File: src/common/pcMonitorConsts.svh
/*
  Constants for the PC monitor
  PC width, compared bits, stuck limit and sleep delay
*/
`ifndef PC_MONITOR_CONSTS_SVH
`define PC_MONITOR_CONSTS_SVH

// Full program counter width
`define PC_WIDTH 64

// Low PC bits compared against the targets
`define MATCH_BITS 30

// Consecutive same-PC retires that count as stuck
`define STUCK_LIMIT 500

// Cycles from the latched verdict to the core hold
`define SLEEP_DELAY 20

`endif

File: src/common/tracePkg.sv
/*
  Trace types for the PC monitor
  Program counter, compared slice and stuck counter
*/
`include "pcMonitorConsts.svh"

package tracePkg;

  // Retired program counter
  typedef logic [`PC_WIDTH-1:0] pcT;

  // Part of a PC that is checked against the targets
  typedef logic [`MATCH_BITS-1:0] matchPcT;

  // Repeat counter, 10 bits covers the stuck limit
  typedef logic [9:0] stuckCountT;

  // Low compare bits of a full PC
  function automatic matchPcT lowBits(input pcT pc);
    return pc[`MATCH_BITS-1:0];
  endfunction

endpackage

File: src/common/verdictPkg.sv
/*
  Verdict types for the PC monitor
  Test outcome and the sleep timer
*/
`include "pcMonitorConsts.svh"

package verdictPkg;

  // Bit 0 is pass and bit 1 is fail
  typedef enum logic [1:0] {
    verdictNone = 2'b00,
    verdictPass = 2'b01,
    verdictFail = 2'b10
  } verdictT;

  // Sleep timer, 5 bits covers the sleep delay
  typedef logic [4:0] sleepCountT;

  // Last count before the hold is raised
  localparam sleepCountT sleepLast = sleepCountT'(`SLEEP_DELAY - 1);

endpackage

File: src/hw/pcMonitor/addressMatch.sv
/*
  Address match, second stage of the PC monitor
  Compares the captured PC against five targets, registers pass and fail hits
*/
`timescale 1ns/10ps
`include "pcMonitorConsts.svh"

module addressMatch (
  input  logic         clk,
  input  logic         pcFail,       // Async reset
  input  logic         capValid,
  input  tracePkg::pcT capPc,
  input  logic         stuckIn,
  input  tracePkg::pcT passPc,
  input  tracePkg::pcT failPc,
  input  tracePkg::pcT finishPc,
  input  tracePkg::pcT toHostPc,
  input  tracePkg::pcT failAltPc,
  input  logic         checkToHost,  // Enables the to-host target
  output logic         passHit,
  output logic         failHit
);
  import tracePkg::*;

  matchPcT capLow;
  matchPcT passLow;
  matchPcT failLow;
  matchPcT finishLow;
  matchPcT toHostLow;
  matchPcT failAltLow;
  logic    passNext;
  logic    failNext;

  // Only the low bits take part in the compare
  assign capLow     = lowBits(capPc);
  assign passLow    = lowBits(passPc);
  assign failLow    = lowBits(failPc);
  assign finishLow  = lowBits(finishPc);
  assign toHostLow  = lowBits(toHostPc);
  assign failAltLow = lowBits(failAltPc);

  // ----------------------------------------
  // Target compare
  // ----------------------------------------
  // A zero finish, to-host or alt-fail target is disabled
  assign passNext = capValid && (
    (capLow == passLow) ||
    ((capLow == finishLow) && (finishLow != '0)) ||
    ((capLow == toHostLow) && (toHostLow != '0) && checkToHost));

  assign failNext = stuckIn || (capValid && (
    (capLow == failLow) ||
    ((capLow == failAltLow) && (failAltLow != '0))));

  always_ff @(posedge clk or posedge pcFail) begin
    if (pcFail) begin
      passHit <= 1'b0;
      failHit <= 1'b0;
    end else begin
      passHit <= passNext;
      failHit <= failNext;   // Includes the stuck flag
    end
  end

endmodule

File: src/hw/pcMonitor/pcMonitor.sv
/*
  PC monitor top level
  Capture, address match and verdict stages for one core's retire trace
*/
`timescale 1ns/10ps
`include "pcMonitorConsts.svh"

module pcMonitor (
  input  logic         clk,
  input  logic         pcFail,        // Async reset
  input  logic         retire,
  input  tracePkg::pcT retirePc,
  input  tracePkg::pcT passPc,
  input  tracePkg::pcT failPc,
  input  tracePkg::pcT finishPc,
  input  tracePkg::pcT toHostPc,
  input  tracePkg::pcT failAltPc,
  input  logic         checkToHost,
  input  logic         setFail,
  input  logic         disableStuck,
  output logic         passed,
  output logic         failed,
  output logic         stuck,
  output logic         coreHold
);
  import tracePkg::*;
  import verdictPkg::*;

  logic    capValid;
  pcT      capPc;
  logic    passHit;
  logic    failHit;
  logic    stuckDisabled;   // Back from stage 3 to stage 1
  verdictT verdict;

  // ----------------------------------------
  // Pipeline stages
  // ----------------------------------------
  traceCapture traceCapture_inst (
    .clk, .pcFail, .retire, .retirePc,
    .disableStuck (stuckDisabled),
    .capValid, .capPc, .stuck
  );

  addressMatch addressMatch_inst (
    .clk, .pcFail, .capValid, .capPc,
    .stuckIn (stuck),
    .passPc, .failPc, .finishPc, .toHostPc, .failAltPc, .checkToHost,
    .passHit, .failHit
  );

  verdictControl verdictControl_inst (
    .clk, .pcFail, .passHit, .failHit, .setFail,
    .disableStuckReq (disableStuck),
    .verdict, .stuckDisabled, .coreHold
  );

  // One-hot verdict bits
  assign passed = verdict[0];
  assign failed = verdict[1];

endmodule

File: src/hw/pcMonitor/traceCapture.sv
/*
  Trace capture, first stage of the PC monitor
  Registers the retired PC and counts repeats to flag a stuck core
*/
`timescale 1ns/10ps
`include "pcMonitorConsts.svh"

module traceCapture (
  input  logic         clk,
  input  logic         pcFail,        // Async reset
  input  logic         retire,        // One pulse per retired instruction
  input  tracePkg::pcT retirePc,
  input  logic         disableStuck,  // Sticky, from the verdict stage
  output logic         capValid,
  output tracePkg::pcT capPc,
  output logic         stuck
);
  import tracePkg::*;

  pcT         lastPc;       // Last retired PC
  stuckCountT stuckCount;   // Consecutive repeats of lastPc
  logic       samePc;
  logic       atLimit;

  assign samePc  = (retirePc == lastPc);
  assign atLimit = (stuckCount == stuckCountT'(`STUCK_LIMIT));

  // ----------------------------------------
  // Trace register and repeat counter
  // ----------------------------------------
  always_ff @(posedge clk or posedge pcFail) begin
    if (pcFail) begin
      capValid   <= 1'b0;
      lastPc     <= '0;
      stuckCount <= '0;
    end else begin
      capValid <= retire;
      if (retire) begin
        lastPc <= retirePc;
        if (!samePc) begin
          stuckCount <= '0;                     // New PC restarts the count
        end else if (!atLimit) begin
          stuckCount <= stuckCount + 1'b1;      // Saturate at the limit
        end
      end
    end
  end

  // Captured PC is the last retired one
  assign capPc = lastPc;

  // Stuck only while the checker is enabled
  assign stuck = atLimit && !disableStuck;

endmodule

File: src/hw/pcMonitor/verdictControl.sv
/*
  Verdict control, third stage of the PC monitor
  Latches the verdict, runs the sleep timer and drives the core hold
*/
`timescale 1ns/10ps
`include "pcMonitorConsts.svh"

module verdictControl (
  input  logic                clk,
  input  logic                pcFail,           // Async reset
  input  logic                passHit,
  input  logic                failHit,
  input  logic                setFail,          // Forces a fail verdict
  input  logic                disableStuckReq,  // Strobe
  output verdictPkg::verdictT verdict,
  output logic                stuckDisabled,
  output logic                coreHold
);
  import verdictPkg::*;

  sleepCountT sleepCount;
  logic       sleeping;    // Timer running
  logic       anyHit;
  logic       firstHit;

  assign anyHit   = passHit || failHit;
  assign firstHit = anyHit && (verdict == verdictNone);

  // ----------------------------------------
  // Verdict latch
  // ----------------------------------------
  always_ff @(posedge clk or posedge pcFail) begin
    if (pcFail) begin
      verdict <= verdictNone;
    end else if (setFail) begin
      verdict <= verdictFail;              // Clears pass as well
    end else if (firstHit) begin
      verdict <= failHit ? verdictFail : verdictPass;   // Fail wins
    end
  end

  // Sticky disable of the stuck checker
  always_ff @(posedge clk or posedge pcFail) begin
    if (pcFail) begin
      stuckDisabled <= 1'b0;
    end else if (disableStuckReq) begin
      stuckDisabled <= 1'b1;
    end
  end

  // ----------------------------------------
  // Sleep timer and core hold
  // ----------------------------------------
  always_ff @(posedge clk or posedge pcFail) begin
    if (pcFail) begin
      sleeping   <= 1'b0;
      sleepCount <= '0;
      coreHold   <= 1'b0;
    end else if (firstHit) begin
      sleeping   <= 1'b1;
      sleepCount <= '0;
    end else if (sleeping) begin
      if (sleepCount == sleepLast) begin
        sleeping <= 1'b0;
        coreHold <= !stuckDisabled;   // Parked core stays held
      end else begin
        sleepCount <= sleepCount + 1'b1;
      end
    end
  end

endmodule

File: config.mk
export PLATFORM = sky130hd
export DESIGN_NAME = pcMonitor
export DESIGN_NICKNAME = d
export VERILOG_FILES = /design/src/common/tracePkg.sv /design/src/common/verdictPkg.sv /design/src/hw/pcMonitor/addressMatch.sv /design/src/hw/pcMonitor/pcMonitor.sv /design/src/hw/pcMonitor/traceCapture.sv /design/src/hw/pcMonitor/verdictControl.sv
export VERILOG_INCLUDE_DIRS = /design/src /design/src/common
export SDC_FILE = /design/constraint.sdc
export NUM_CORES = 1
export LEC_CHECK = 0
export ABC_AREA = 1
export BUFFER_PORTS_ARGS = -buffer_cell sky130_fd_sc_hd__buf_4
export CORE_MARGIN = 2
export CORE_UTILIZATION = 30
export DETAILED_ROUTE_END_ITERATION = 10
export GPL_TIMING_DRIVEN = 0
export SLEW_MARGIN = 20
export SYNTH_ARGS = -nofsm -noshare
export SYNTH_HDL_FRONTEND = slang
export SYNTH_HIERARCHICAL = 1
export SYNTH_SLANG_ARGS = --single-unit
File: constraint.sdc
create_clock -name clk -period 5 [get_ports clk]
set_input_delay 0.25 -clock clk [delete_from_list [all_inputs] [get_ports clk]]
set_output_delay 0.25 -clock clk [all_outputs]
set_load 0.05 [all_outputs]
==> flow_summary_export.csv <==
group,metric,value,unit
final_layout,postLayoutCoreUtil,39.84,%
routing,vias,8341,
setup_path,crit_path_max_fanout,10,
setup_path,arrival,1920,ps
yosys,synth_xor_area_share,14.00,%
routing,ant_nets,0,
timing,rsz0062_at_grt,"false",
yosys,syn_nets,1683,
power_and_ir_drop,power.leakage,0.005562,µW
yosys,yosys_warnings,6,
routing,wire_per_inst,14.40,µm
timing,setup_viol_count_final,0,
cts,clk_pin_slew,70,ps
power_and_ir_drop,powerDensity,210.7,nW/µm²
yosys,synth_top_family_by_area,"simple AND/OR/NAND/NOR gates",
setup_path,path_delay_family,"buffers and inverters",
placed_design,portBuffers,223,
yosys,ys_seq_area_share,27.61,%
setup_path,worst-path-stages,8,
routing,first_pass_iters,6,
hold_path,hold_path_depth,1,
cts,cts_resized,0,
global_route,grt_util_all_layers,19.37,%
setup_path,reg2regPathDepth,12,
cts,cts_tree,"built",
routing,postRouteWirelength,27.00,mm
die,floorplan.rows,59,
setup_path,cp_cell_sequence,"inv_1 -> ha_1 -> nand2_1 -> nor2_1 -> nand4_1 -> buf_2 -> nor2_1 -> buf_4",
setup_path,timing.critical_path.buf_inv,3,
timing,setup_tns,0,ps
yosys,yosys.area_share.adder,0.4760,%
power_and_ir_drop,finalPower,2175,µW
hold_path,holdCritPathClass,"primary input to flip-flop",
yosys,synthArstFlopShare,100.0,%
cts,clock_latency,350,ps
global_route,antenna_found_initial,9,
setup_path,slowest_delay,420,ps
cts,clockRootBuffer,"clkbuf_16",
routing,drt-initial-drc-count,418,
global_route,grt_pass1_vias,7888,
yosys,synth-seq-cells,87,
timing,hold_viol,0,
final_layout,regArea,2177,µm²
setup_path,cp.required,4750,ps
yosys,synthSimpleGateAreaFrac,38.88,%
timing,skew,7.843,ps
setup_path,crit_slowest_cell,"dfrtp_1",
die,start_util,30.43,%
cts,ctsHtreeMaxLevel,3,
final_layout,multi_input_area,4697,µm²
setup_path,cpMostUsedCell,"nor2_1",
timing,tightest_slew,591.9,ps
global_route,grt_max_degree,43,
die,die_w,166.1,µm
timing,fmax,460.5,MHz
global_route,grt_pass1_wl,41.80,mm
routing,post-route-drc-count,0,
yosys,synth_compound_area_share,4.221,%
die,die_area,27600,µm²
timing,maxSlewViolCount,0,
final_layout,nNetsFinal,1919,
final_layout,fillers,2755,
global_route,globalRouteOverflowTotal,0,
cts,numCtsBuffers,9,
final_layout,drive_gt1_share,22.27,%
yosys,syn_area,7885,µm²
setup_path,critPathCaptureType,"output port",
timing,max_slew_margin,60.54,%
yosys,syn_area_per_cell,6.112,µm²
cts,numClockSinks,87,
power_and_ir_drop,vdd_ir_drop_max,0.1683,mV
yosys,synth_mux_area_share,1.999,%
die,fp.coreArea,25910,µm²
yosys,synth_cells,1290,
yosys,synth_flop_cell,"dfrtp_1",
timing,finalCritPeriodShare,43.43,%
run_status,outcome,"completed",
yosys,synth_edf_count,0,
routing,viasPerCell,4.449,
placed_design,hpwl,22.34,mm
die,io_pins,394,
timing,min_period,2172,ps
setup_path,crit_type,"flip-flop to output port",
flow_run,maxCapViolCount,0,
die,dieHeight,166.1,µm
yosys,ys_types,31,
placed_design,gp_congestion,0.9111,
final_layout,area_delta_synth_final,30.93,%
cts,clk_path_buf_depth,2,
setup_path,cp-start-kind,"flip-flop",
==> cells by family (layout without fill, tap and decap cells) <==
| family | after synthesis | after routing |
|---|---|---|
| AND/OR/NAND/NOR | 741 | 741 |
| buffers and inverters | 255 | 496 |
| XOR/XNOR | 126 | 126 |
| flip-flops | 87 | 87 |
| AO/OA/AOI/OAI | 64 | 64 |
| multiplexers | 14 | 14 |
| adder cells (fa/ha/maj) | 3 | 3 |
| other | 0 | 9 |
==> through the flow <==
stage	hold slack (ps)	setup WS (ps)	std cells	cell area, µm²
4_1_cts	3.939	2821	1866	10300
5_1_grt	7.924	2636	1870	10310
3_5_place_dp	147.5	3218	1849	10000
6_report	15.23	2828	1875	10320
2_1_floorplan	-8.815	2840	1290	7885
3_3_place_gp	132.7	1421	1848	9978
==> sequential cells by signal, summed over array words and instances (netlist names) <==
register and count:
verdictControl_inst/stuckDisabled 1, traceCapture_inst/capPc 64, addressMatch_inst/failHit 1, verdictControl_inst/verdict 2, verdictControl_inst/coreHold 1, traceCapture_inst/stuckCount 10, verdictControl_inst/sleepCount 5, traceCapture_inst/capValid 1
verdictControl_inst/sleeping 1, addressMatch_inst/passHit 1
==> synth_stat cells (12+ instances only) <==
library cell  count  area (µm²)
buf_2            25       125.1
dfrtp_1          87        2177
inv_1           178       668.1
inv_2            32       120.1
mux2_2           14       157.7
nand2_1         464        1742
nand3_1          42       210.2
nand4_1          31       193.9
nor2_1          153       574.3
nor2_2           12       75.07
o21ai_0          54       270.3
xnor2_1          84       735.7
xor2_1           42       367.9
==> worst reg2reg max path: stages, from the launching register on <==
cell,delay (ps)
dfrtp_1,620
inv_1,110
nand2_1,70
nand2_1,60
clkinv_1,40
nand2_1,40
nor2_1,90
nand2_1,70
nor2_2,100
nand2_2,90
nor2_8,200
nand4_1,120
nand2_1,80
==> final timing paths <==
kind	from	endpoint	slack, ps
worst min-delay path	retire	traceCapture_inst/capValid	20
max in group asynchronous	pcFail	traceCapture_inst/capPc[58]	3850
worst min register to register	traceCapture_inst/capValid	addressMatch_inst/passHit	470
min in group asynchronous	pcFail	addressMatch_inst/failHit	330
worst max register to register	traceCapture_inst/capPc[20]	traceCapture_inst/stuckCount[4]	3250
worst max-delay path	traceCapture_inst/stuckCount[0]	stuck	2830
==> routing by layer <==
| layer | share of wire [%] | GRT usage, % |
|---|---|---|
| met1 | 43 | 23.99 |
| met2 | 45 | 31.26 |
| met3 | 9.4 | 6.196 |
| met4 | 2.9 | 7.788 |
| met5 | 0.059 | 0 |
==> timing repair <==
item | 4_1_cts | 5_1_grt
hold buffers | 1 | 0
endpoints found under the hold margin | 12 | 0
setup buffers | 0 | 0
==> power breakdown <==
group	internal (µW)	total, µW	switching (µW)
clock network	358	681	323
registers	751	805	53.7
logic	325	689	363
total	1430	2170	740
==> layout make-up <==
class	count	area share [%]
Multi-Input combinational cell	948	45.50
Sequential cell	87	21.09
Timing Repair Buffer	225	16.51
Inverter	217	7.914
Tap cell	335	4.060
Clock buffer	10	2.315
Buffer	38	1.903
Clock inverter	6	0.4969
Antenna cell	9	0.2182
==> cells in the final DEF, fill, tap and decap left out, types with 2 or more instances in the layout <==
cell type,n
clkinv_1,7
or2_1,9
or2_2,2
clkbuf_16,9
a21oi_2,2
nand3_1,42
or2_0,10
nand2_1,464
buf_2,25
xor2_1,42
o21ai_0,54
ha_1,3
nor2_1,153
inv_6,3
diode_2,9
dfrtp_1,87
clkbuf_1,10
buf_6,3
o21ai_1,5
inv_2,32
nand4_1,31
xnor2_1,84
nand2_4,3
nor2_2,12
nor3_1,8
clkinv_4,2
nand2_2,3
mux2_2,14
buf_4,223
nand3_2,2
inv_1,177
Note: power is estimated with default switching activity, not from simulation.
